<file path="src/soc_pkg.sv">
//~~~~~~~~~~~~~~~~~~~~~~~~~~~~~~~~~~~~~~~~
// Data bus types and the fixed memory map
// Regions are naturally aligned powers of two
//~~~~~~~~~~~~~~~~~~~~~~~~~~~~~~~~~~~~~~~~

`default_nettype none

package soc_pkg;

  typedef logic [31:0] addr_t;
  typedef logic [31:0] data_t;
  typedef logic [3:0]  be_t;

  // One data bus request as the host drives it
  typedef struct packed {
    logic  req;
    logic  we;
    be_t   be;
    addr_t addr;
    data_t wdata;
  } bus_req_t;

  // Response returned one cycle after the grant
  typedef struct packed {
    logic  rvalid;
    logic  err;
    data_t rdata;
  } bus_rsp_t;

  localparam addr_t MEM_START   = 32'h0010_0000;
  localparam addr_t MEM_MASK    = 32'hFFFF_0000;  // 64 KiB

  localparam addr_t GPIO_START  = 32'h8000_0000;
  localparam addr_t GPIO_MASK   = 32'hFFFF_F000;  // 4 KiB

  localparam addr_t TIMER_START = 32'h8000_2000;
  localparam addr_t TIMER_MASK  = 32'hFFFF_F000;  // 4 KiB

  // Register offset inside a peripheral region
  localparam int unsigned REG_OFS_W = 4;
  typedef logic [REG_OFS_W-1:0] reg_ofs_t;

  // Byte-wise merge of a write into an existing register word
  function automatic data_t be_merge(data_t old_word, data_t new_word, be_t be);
    data_t merged;
    merged = old_word;
    for (int b = 0; b < 4; b++) begin
      if (be[b]) begin
        merged[8*b +: 8] = new_word[8*b +: 8];
      end
    end
    return merged;
  endfunction

endpackage

`default_nettype wire

</file>
<file path="src/gpio_regs.sv">
//~~~~~~~~~~~~~~~~~~~~~~~~~~~~~~~~~~~~~~~~
// GpiWidth and GpoWidth up to 32 bits
// Registers alias across the 4 KiB region
//~~~~~~~~~~~~~~~~~~~~~~~~~~~~~~~~~~~~~~~~

`default_nettype none
`timescale 1ns/100ps

module gpio_regs #(
  parameter int unsigned GpiWidth = 8,
  parameter int unsigned GpoWidth = 16
) (
  input  wire logic                clk_sys_i,
  input  wire logic                rst_sys_ni,
  input  soc_pkg::bus_req_t        bus_req_i,
  output soc_pkg::bus_rsp_t        bus_rsp_o,
  input  wire logic [GpiWidth-1:0] gp_i,
  output logic [GpoWidth-1:0]      gp_o
);

  import soc_pkg::*;

  localparam reg_ofs_t OfsIn  = 4'h0;
  localparam reg_ofs_t OfsOut = 4'h4;

  logic [GpiWidth-1:0] gpi_meta_q;
  logic [GpiWidth-1:0] gpi_sync_q;
  logic [GpoWidth-1:0] gpo_q;
  reg_ofs_t            ofs;
  data_t               gpo_word;
  data_t               rdata_d;
  data_t               rdata_q;
  logic                rvalid_q;

  assign ofs      = bus_req_i.addr[REG_OFS_W-1:0];
  assign gpo_word = be_merge(data_t'(gpo_q), bus_req_i.wdata, bus_req_i.be);

  always_comb begin
    case (ofs)
      OfsIn:   rdata_d = data_t'(gpi_sync_q);
      OfsOut:  rdata_d = data_t'(gpo_q);
      default: rdata_d = '0;
    endcase
  end

  always_ff @(posedge clk_sys_i or negedge rst_sys_ni) begin
    if (!rst_sys_ni) begin
      gpi_meta_q <= '0;
      gpi_sync_q <= '0;
      gpo_q      <= '0;
      rvalid_q   <= 1'b0;
    end else begin
      gpi_meta_q <= gp_i;        // Two-flop synchronizer
      gpi_sync_q <= gpi_meta_q;
      rvalid_q   <= bus_req_i.req;
      if (bus_req_i.req && bus_req_i.we && (ofs == OfsOut)) begin
        gpo_q <= gpo_word[GpoWidth-1:0];
      end
    end
  end

  always_ff @(posedge clk_sys_i) begin
    if (bus_req_i.req) begin
      rdata_q <= rdata_d;
    end
  end

  assign bus_rsp_o = '{rvalid: rvalid_q, err: 1'b0, rdata: rdata_q};
  assign gp_o      = gpo_q;

endmodule

`default_nettype wire

</file>
<file path="src/timer_regs.sv">
//~~~~~~~~~~~~~~~~~~~~~~~~~~~~~~~~~~~~~~~~
// mtime counts system clock cycles
// Interrupt lags the comparison by one cycle
//~~~~~~~~~~~~~~~~~~~~~~~~~~~~~~~~~~~~~~~~

`default_nettype none
`timescale 1ns/100ps

module timer_regs (
  input  wire logic         clk_sys_i,
  input  wire logic         rst_sys_ni,
  input  soc_pkg::bus_req_t bus_req_i,
  output soc_pkg::bus_rsp_t bus_rsp_o,
  output logic              timer_irq_o
);

  import soc_pkg::*;

  localparam reg_ofs_t OfsTimeLo = 4'h0;
  localparam reg_ofs_t OfsTimeHi = 4'h4;
  localparam reg_ofs_t OfsCmpLo  = 4'h8;
  localparam reg_ofs_t OfsCmpHi  = 4'hC;

  logic [63:0] mtime_q;
  logic [63:0] mtime_d;
  logic [63:0] mtimecmp_q;
  logic [63:0] mtimecmp_d;
  reg_ofs_t    ofs;
  logic        wr_en;
  data_t       rdata_d;
  data_t       rdata_q;
  logic        rvalid_q;
  logic        irq_q;

  assign ofs   = bus_req_i.addr[REG_OFS_W-1:0];
  assign wr_en = bus_req_i.req & bus_req_i.we;

  // A bus write takes priority over the increment of that half
  always_comb begin
    mtime_d    = mtime_q + 64'd1;
    mtimecmp_d = mtimecmp_q;
    if (wr_en) begin
      case (ofs)
        OfsTimeLo: mtime_d[31:0]     = be_merge(mtime_q[31:0], bus_req_i.wdata, bus_req_i.be);
        OfsTimeHi: mtime_d[63:32]    = be_merge(mtime_q[63:32], bus_req_i.wdata, bus_req_i.be);
        OfsCmpLo:  mtimecmp_d[31:0]  = be_merge(mtimecmp_q[31:0], bus_req_i.wdata,
                                                bus_req_i.be);
        OfsCmpHi:  mtimecmp_d[63:32] = be_merge(mtimecmp_q[63:32], bus_req_i.wdata,
                                                bus_req_i.be);
        default: ;
      endcase
    end
  end

  always_comb begin
    case (ofs)
      OfsTimeLo: rdata_d = mtime_q[31:0];
      OfsTimeHi: rdata_d = mtime_q[63:32];
      OfsCmpLo:  rdata_d = mtimecmp_q[31:0];
      OfsCmpHi:  rdata_d = mtimecmp_q[63:32];
      default:   rdata_d = '0;
    endcase
  end

  always_ff @(posedge clk_sys_i or negedge rst_sys_ni) begin
    if (!rst_sys_ni) begin
      mtime_q    <= '0;
      mtimecmp_q <= '1;  // No interrupt until software sets a compare value
      rvalid_q   <= 1'b0;
      irq_q      <= 1'b0;
    end else begin
      mtime_q    <= mtime_d;
      mtimecmp_q <= mtimecmp_d;
      rvalid_q   <= bus_req_i.req;
      irq_q      <= mtime_q >= mtimecmp_q;  // Level, held while the condition lasts
    end
  end

  always_ff @(posedge clk_sys_i) begin
    if (bus_req_i.req) begin
      rdata_q <= rdata_d;
    end
  end

  assign bus_rsp_o   = '{rvalid: rvalid_q, err: 1'b0, rdata: rdata_q};
  assign timer_irq_o = irq_q;

endmodule

`default_nettype wire

</file>
<file path="src/instr_fetch_path.sv">
//~~~~~~~~~~~~~~~~~~~~~~~~~~~~~~~~~~~~~~~~
// Grants only fetches inside RAM
// Core must hold request and address until grant
//~~~~~~~~~~~~~~~~~~~~~~~~~~~~~~~~~~~~~~~~

`default_nettype none
`timescale 1ns/100ps

module instr_fetch_path #(
  parameter int unsigned FetchDelay = 3
) (
  input  wire logic      clk_sys_i,
  input  wire logic      rst_sys_ni,

  input  wire logic      fetch_req_i,
  input  soc_pkg::addr_t fetch_addr_i,
  output logic           fetch_gnt_o,
  output logic           fetch_rvalid_o,
  output soc_pkg::data_t fetch_rdata_o,

  output logic           mem1_req_o,
  output soc_pkg::addr_t mem1_addr_o,
  input  soc_pkg::data_t mem1_rdata_i
);

  import soc_pkg::*;

  localparam int unsigned CntW = (FetchDelay > 0) ? $clog2(FetchDelay + 1) : 1;
  localparam logic [CntW-1:0] CntMax = CntW'(FetchDelay);

  logic [CntW-1:0] wait_cnt_q;
  logic            delay_done;
  logic            in_ram;
  logic            gnt;
  logic            rvalid_q;

  // Counts earlier cycles of a held request, saturating
  assign delay_done = wait_cnt_q == CntMax;
  assign in_ram     = (fetch_addr_i & MEM_MASK) == MEM_START;
  assign gnt        = fetch_req_i & delay_done & in_ram;

  always_ff @(posedge clk_sys_i or negedge rst_sys_ni) begin
    if (!rst_sys_ni) begin
      wait_cnt_q <= '0;
      rvalid_q   <= 1'b0;
    end else begin
      rvalid_q <= gnt;
      if (!fetch_req_i || gnt) begin
        wait_cnt_q <= '0;  // Restart for the next fetch
      end else if (!delay_done) begin
        wait_cnt_q <= wait_cnt_q + 1'b1;
      end
    end
  end

  assign fetch_gnt_o    = gnt;
  assign mem1_req_o     = gnt;           // Memory request issued with the grant
  assign mem1_addr_o    = fetch_addr_i;
  assign fetch_rvalid_o = rvalid_q;
  assign fetch_rdata_o  = mem1_rdata_i;  // Valid together with fetch_rvalid_o

endmodule

`default_nettype wire

</file>
<file path="src/data_bus_decode.sv">
//~~~~~~~~~~~~~~~~~~~~~~~~~~~~~~~~~~~~~~~~
// Grants every request at once, no back-pressure
// All devices must answer in the cycle after the grant
//~~~~~~~~~~~~~~~~~~~~~~~~~~~~~~~~~~~~~~~~

`default_nettype none
`timescale 1ns/100ps

module data_bus_decode (
  input  wire logic         clk_sys_i,
  input  wire logic         rst_sys_ni,

  input  soc_pkg::bus_req_t host_req_i,
  output logic              host_gnt_o,
  output soc_pkg::bus_rsp_t host_rsp_o,

  output soc_pkg::bus_req_t gpio_req_o,
  input  soc_pkg::bus_rsp_t gpio_rsp_i,
  output soc_pkg::bus_req_t timer_req_o,
  input  soc_pkg::bus_rsp_t timer_rsp_i,

  output soc_pkg::bus_req_t mem0_req_o,
  input  wire logic         mem0_rvalid_i,
  input  soc_pkg::data_t    mem0_rdata_i
);

  import soc_pkg::*;

  localparam int unsigned DevRam   = 0;
  localparam int unsigned DevGpio  = 1;
  localparam int unsigned DevTimer = 2;
  localparam int unsigned NumDev   = 3;

  logic [NumDev-1:0] dev_hit;
  logic [NumDev-1:0] dev_sel_q;  // One-hot, valid in the response cycle
  logic              unmapped;
  logic              unmapped_q;

  assign dev_hit[DevRam]   = (host_req_i.addr & MEM_MASK) == MEM_START;
  assign dev_hit[DevGpio]  = (host_req_i.addr & GPIO_MASK) == GPIO_START;
  assign dev_hit[DevTimer] = (host_req_i.addr & TIMER_MASK) == TIMER_START;
  assign unmapped          = host_req_i.req & ~|dev_hit;

  assign host_gnt_o = host_req_i.req;

  // Fields are copied, only req is qualified by the decode
  always_comb begin
    mem0_req_o      = host_req_i;
    gpio_req_o      = host_req_i;
    timer_req_o     = host_req_i;
    mem0_req_o.req  = host_req_i.req & dev_hit[DevRam];
    gpio_req_o.req  = host_req_i.req & dev_hit[DevGpio];
    timer_req_o.req = host_req_i.req & dev_hit[DevTimer];
  end

  always_ff @(posedge clk_sys_i or negedge rst_sys_ni) begin
    if (!rst_sys_ni) begin
      dev_sel_q  <= '0;
      unmapped_q <= 1'b0;
    end else begin
      dev_sel_q  <= host_req_i.req ? dev_hit : '0;
      unmapped_q <= unmapped;
    end
  end

  always_comb begin
    host_rsp_o.rvalid = unmapped_q
                      | (dev_sel_q[DevRam] & mem0_rvalid_i)
                      | (dev_sel_q[DevGpio] & gpio_rsp_i.rvalid)
                      | (dev_sel_q[DevTimer] & timer_rsp_i.rvalid);
    host_rsp_o.err    = unmapped_q
                      | (dev_sel_q[DevGpio] & gpio_rsp_i.err)
                      | (dev_sel_q[DevTimer] & timer_rsp_i.err);
    if (dev_sel_q[DevRam]) begin
      host_rsp_o.rdata = mem0_rdata_i;
    end else if (dev_sel_q[DevGpio]) begin
      host_rsp_o.rdata = gpio_rsp_i.rdata;
    end else if (dev_sel_q[DevTimer]) begin
      host_rsp_o.rdata = timer_rsp_i.rdata;
    end else begin
      host_rsp_o.rdata = '0;  // Error response and idle
    end
  end

endmodule

`default_nettype wire

</file>
<file path="src/memless_soc_top.sv">
//~~~~~~~~~~~~~~~~~~~~~~~~~~~~~~~~~~~~~~~~
// External RAM must answer both ports in the next cycle
// Fetches outside RAM are never granted
//~~~~~~~~~~~~~~~~~~~~~~~~~~~~~~~~~~~~~~~~

`default_nettype none
`timescale 1ns/100ps

module memless_soc_top #(
  parameter int unsigned GpiWidth   = 8,
  parameter int unsigned GpoWidth   = 16,
  parameter int unsigned FetchDelay = 3
) (
  input  wire logic              clk_sys_i,
  input  wire logic              rst_sys_ni,

  // Data host port
  input  soc_pkg::bus_req_t      data_req_i,
  output logic                   data_gnt_o,
  output soc_pkg::bus_rsp_t      data_rsp_o,

  // Instruction fetch port
  input  wire logic              fetch_req_i,
  input  soc_pkg::addr_t         fetch_addr_i,
  output logic                   fetch_gnt_o,
  output logic                   fetch_rvalid_o,
  output soc_pkg::data_t         fetch_rdata_o,

  // External memory, port 0 for data and port 1 for fetches
  output soc_pkg::bus_req_t      mem0_req_o,
  input  wire logic              mem0_rvalid_i,
  input  soc_pkg::data_t         mem0_rdata_i,
  output logic                   mem1_req_o,
  output soc_pkg::addr_t         mem1_addr_o,
  input  soc_pkg::data_t         mem1_rdata_i,

  input  wire logic [GpiWidth-1:0] gp_i,
  output logic [GpoWidth-1:0]    gp_o,
  output logic                   timer_irq_o
);

  import soc_pkg::*;

  bus_req_t gpio_req;
  bus_req_t timer_req;
  bus_rsp_t gpio_rsp;
  bus_rsp_t timer_rsp;

  data_bus_decode u_data_bus_decode (
    .clk_sys_i     (clk_sys_i),
    .rst_sys_ni    (rst_sys_ni),
    .host_req_i    (data_req_i),
    .host_gnt_o    (data_gnt_o),
    .host_rsp_o    (data_rsp_o),
    .gpio_req_o    (gpio_req),
    .gpio_rsp_i    (gpio_rsp),
    .timer_req_o   (timer_req),
    .timer_rsp_i   (timer_rsp),
    .mem0_req_o    (mem0_req_o),
    .mem0_rvalid_i (mem0_rvalid_i),
    .mem0_rdata_i  (mem0_rdata_i)
  );

  gpio_regs #(
    .GpiWidth (GpiWidth),
    .GpoWidth (GpoWidth)
  ) u_gpio_regs (
    .clk_sys_i  (clk_sys_i),
    .rst_sys_ni (rst_sys_ni),
    .bus_req_i  (gpio_req),
    .bus_rsp_o  (gpio_rsp),
    .gp_i       (gp_i),
    .gp_o       (gp_o)
  );

  timer_regs u_timer_regs (
    .clk_sys_i   (clk_sys_i),
    .rst_sys_ni  (rst_sys_ni),
    .bus_req_i   (timer_req),
    .bus_rsp_o   (timer_rsp),
    .timer_irq_o (timer_irq_o)
  );

  instr_fetch_path #(
    .FetchDelay (FetchDelay)
  ) u_instr_fetch_path (
    .clk_sys_i      (clk_sys_i),
    .rst_sys_ni     (rst_sys_ni),
    .fetch_req_i    (fetch_req_i),
    .fetch_addr_i   (fetch_addr_i),
    .fetch_gnt_o    (fetch_gnt_o),
    .fetch_rvalid_o (fetch_rvalid_o),
    .fetch_rdata_o  (fetch_rdata_o),
    .mem1_req_o     (mem1_req_o),
    .mem1_addr_o    (mem1_addr_o),
    .mem1_rdata_i   (mem1_rdata_i)
  );

endmodule

`default_nettype wire

</file>
<file path="config.mk">
export PLATFORM = sky130hd
export DESIGN_NAME = memless_soc_top
export DESIGN_NICKNAME = d
export VERILOG_FILES = /design/src/soc_pkg.sv /design/src/gpio_regs.sv /design/src/timer_regs.sv /design/src/instr_fetch_path.sv /design/src/data_bus_decode.sv /design/src/memless_soc_top.sv
export SDC_FILE = /design/constraint.sdc
export NUM_CORES = 1
export LEC_CHECK = 0
export BUFFER_PORTS_ARGS = -buffer_cell sky130_fd_sc_hd__buf_2
export CAP_MARGIN = 0
export CORE_MARGIN = 2
export CORE_UTILIZATION = 58
export DETAILED_ROUTE_END_ITERATION = 16
export GPL_TIMING_DRIVEN = 0
export PLACE_DENSITY_LB_ADDON = 0.1
export SLEW_MARGIN = 20
export SYNTH_ARGS = -nofsm -noshare
export SYNTH_HDL_FRONTEND = slang
export SYNTH_SLANG_ARGS = --single-unit
</file>
<file path="constraint.sdc">
create_clock -name clk_sys_i -period 4.3 [get_ports clk_sys_i]
set_input_delay 0.215 -clock clk_sys_i [delete_from_list [all_inputs] [get_ports clk_sys_i]]
set_output_delay 0.215 -clock clk_sys_i [all_outputs]
set_load 0.01 [all_outputs]
</file>
==> flow_summary.ini <==
[pwr]
p_seq_share_pct = 44.8
p_comb_share_pct = 8.7
ir_drop_mv = 0.318
power.total_uw = 4710
p_clk_share_pct = 46.5
p_int_uw = 3630
p_sw_uw = 1090
p_per_area_nw_per_um2 = 288
leakage_uw = 0.00741
p_sw_share_pct = 23.0

[worst_hold_path]
holdCritPathClass = primary input to flop

[route]
drtAntennaViolNets = 0
vias = 12300
wl_met2_mm = 21.1
viasPerCell = 6.10
drt_pass1_iterations = 8
post-route-drc-count = 0
wl_per_cell_um = 22.5
wl_met1_mm = 18.3
drt-initial-drc-count = 1273
wl_met3_mm = 3.86
highest_layer = met4
wl_mm = 45.2

[cells_and_area]
stdcell_count = 2013
antennaDiodeCount = 0
final.fill_count = 1733
layout.nets = 1954
layout-drive-gt1-share_pct = 38.4
final_util_pct = 72.2
areaGrowthSynthToFinish_pct = 22.5

[clock_tree]
clock_sinks = 216
cts_made_buffers = 24
clkTransAtPathRegs_ns = 0.06
cts_buffer_depth = 3
clk_latency_ns = 0.53
cts_tree = done
postCtsResizedCells = 0
cts_root_buf = clkbuf_16
htree_levels = 1

[critical_path]
cp-end-kind = flop
cp_slowest_cell = o41ai_1
worst-path-max-fanout = 3
cpLargestDelayFamily = simple AND/OR/NAND/NOR gates
path_class = flop to flop
path_buf_inv = 1
critPathArrivalTime_ns = 3.84
path_cells = inv_1 > ha_1 > nand4_1 > nor3_1 > nand4_1 > o41ai_1 > a221oi_1 > o41ai_1
required_ns = 4.67
startpoint_type = flop
critPathMaxStageDelay_ns = 0.92

[synth]
async_flop_share_pct = 77.8
ys_ff_latch = 216
syn_area_per_cell_um2 = 9.85
synth-edff-count = 48
syn_inst = 1356
synth_warnings = 0
ys_seq_area_share_pct = 42.9
synth_cell_types = 69
synth_nets = 1600
synth_area_um2 = 13400
ys.flop_type = dfrtp_1

[sta]
setup_viol = 0
tightest_slew_ns = 1.03
fin_crit_ns = 3.46
hold_viol_final = 0
final.setup_skew_ns = 0.0203
clock.fmax_ghz = 0.289
slew_violations = 0
grt_setup_unrepaired = false
hold_ws_ns = 0.00306
fin_crit_sh_pct = 80.5
relSlewSlack_pct = 31.2

[die]
initial_core_util_pct = 59.0
row_count = 55
io_pins = 367
dieHeight_um = 156
core_area_um2 = 22600
dieArea_um2 = 24300
die_x_um = 156

[grt]
gr-total-overflow = 0
grt_pass1_wl_mm = 67.2
grt_util_all_layers_pct = 36.6
antenna_found_initial = 1
grt_max_degree = 99
grt_pass1_vias = 11700

[outcome]
status = finished, final reports clean

[job]
max_cap_viol_count = 0

[placed_design]
place_hpwl_mm = 33.5
numPortBuffers = 308
placed_cells = 1952
routabilityCongestion = 0.986
cells in the final DEF, fill, tap and decap left out, types with 7 or more instances in the layout:
master / count
nor4_1: 13
o221a_2: 8
mux2_2: 73
a21oi_1: 59
and4_1: 15
buf_2: 319
dfstp_2: 64
nand2_1: 119
inv_1: 77
nand4_1: 29
a21o_1: 7
dfrtp_1: 104
mux2i_1: 8
a221o_1: 33
a22oi_1: 16
ha_1: 66
dlygate4sd3_1: 17
buf_4: 138
and3_1: 18
nand2_2: 7
and2_1: 18
nand3_1: 49
a22o_1: 40
edfxtp_1: 48
a211oi_1: 21
nor3_1: 20
clkbuf_16: 25
nor2_1: 75
clkbuf_1: 46
o21ai_0: 71
worst paths after layout:
| check | start | to | slack, ns | depth (start not counted) |
|---|---|---|---|---|
| setup / recovery | u_timer_regs.mtimecmp_q[61] | u_timer_regs.timer_irq_o | 0.84 | 8 |
| hold / removal | data_req_i[26] | u_timer_regs.mtimecmp_q[26] | 0.003 | 2 |
| setup reg to reg | u_timer_regs.mtimecmp_q[61] | u_timer_regs.timer_irq_o | 0.84 | 8 |
| hold reg to reg | u_gpio_regs.gpi_meta_q[0] | u_gpio_regs.gpi_sync_q[0] | 0.35 | 0 |
| max in group asynchronous | rst_sys_ni | u_timer_regs.mtimecmp_q[20] | 3.11 | 3 |
| min in group asynchronous | rst_sys_ni | u_gpio_regs.gpi_meta_q[5] | 0.25 | 2 |
worst reg2reg max path: stages (launching register included):
cell and delay, ns:
dfstp_2 0.54, inv_1 0.04, ha_1 0.31, nand4_1 0.11, nor3_1 0.68, nand4_1 0.45, o41ai_1 0.92, a221oi_1 0.11
o41ai_1 0.14
final cells by class:
class                      instances  area (um^2)  area share [%]
multi-input combinational        867         6080            37.2
clock inverter                    16          195            1.19
sequential                       216         5730            35.0
timing repair buffer             328         1790            11.0
tap                              285          357            2.18
clock buffer                      28          647            3.96
inverter                          77          289            1.77
buffer                           196         1270            7.76
repair_timing:
item,in CTS,in global routing
setup buffers,0,0
endpoints found under the hold margin,59,0
hold buffers,17,0
registers in the layout (all words and copies together), names as in the netlist, 2 cells and up:
signal	flops
u_timer_regs.mtime_q	64
u_timer_regs.mtimecmp_q	64
u_timer_regs.rdata_q	32
u_gpio_regs.gp_o	16
u_gpio_regs.rdata_q	16
u_gpio_regs.gpi_meta_q	8
u_gpio_regs.gpi_sync_q	8
u_data_bus_decode.dev_sel_q	3
u_instr_fetch_path.wait_cnt_q	2
cells in the mapped netlist, types with 7 or more instances:
library cell  count  share of area, %
buf_4           138               7.8
nand2_1         119               3.3
dfrtp_1         104                19
inv_1            77               2.2
nor2_1           77               2.2
mux2_2           73               6.2
o21ai_0          71               2.7
ha_1             66               6.2
dfstp_2          64                13
a21oi_1          59               2.2
nand3_1          49               1.8
edfxtp_1         48                11
clkbuf_1         44               1.2
a22o_1           40               2.6
a221o_1          33               2.5
nand4_1          29               1.4
a211oi_1         21               1.2
nor3_1           20              0.75
and2_1           18              0.84
and3_1           18              0.84
a22oi_1          16              0.90
and4_1           15              0.98
nor4_1           13              0.61
buf_2            12              0.45
mux2i_1           8              0.60
o221a_2           8              0.67
a21o_1            7              0.39
nand2_2           7              0.33
power by group through the flow:
stage / registers (uW) / logic, uW / clock network, uW
floorplan: 2150 / 182 / 0
global placement: 2150 / 387 / 0
detailed placement: 2150 / 397 / 0
CTS: 2110 / 409 / 2200
global route: 2110 / 441 / 2280
finish: 2110 / 411 / 2190
cells by family after synthesis:
group | after synthesis | synth area share [%]
buffers and inverters | 273 | 11.7
and+or+nand+nor | 394 | 15.0
AOI/OAI and AO/OA | 322 | 17.3
muxes | 83 | 6.92
DFF | 216 | 42.9
xor gates and xnor gates | 2 | 0.131
adders and majority gates | 66 | 6.18
layer usage:
metal	global-route usage (%)	vias to the layer above
li1	-	5583
met1	49.1	5888
met2	58.2	684
met3	7.25	123
met4	15.6	0
met5	0	-
per-stage QoR:
| step | TNS [ns] | instance area, um^2 | setup slack [ns] |
|---|---|---|---|
| after floorplan | 0 | 13400 | 1.28 |
| after CTS | 0 | 16400 | 1.14 |
| after global routing | 0 | 16400 | 0.953 |
| after detailed placement | 0 | 15300 | 1.02 |
| after global placement | -2.64 | 15300 | -0.0860 |
| final | 0 | 16400 | 0.837 |
Note: power is estimated with default switching activity, not from simulation.
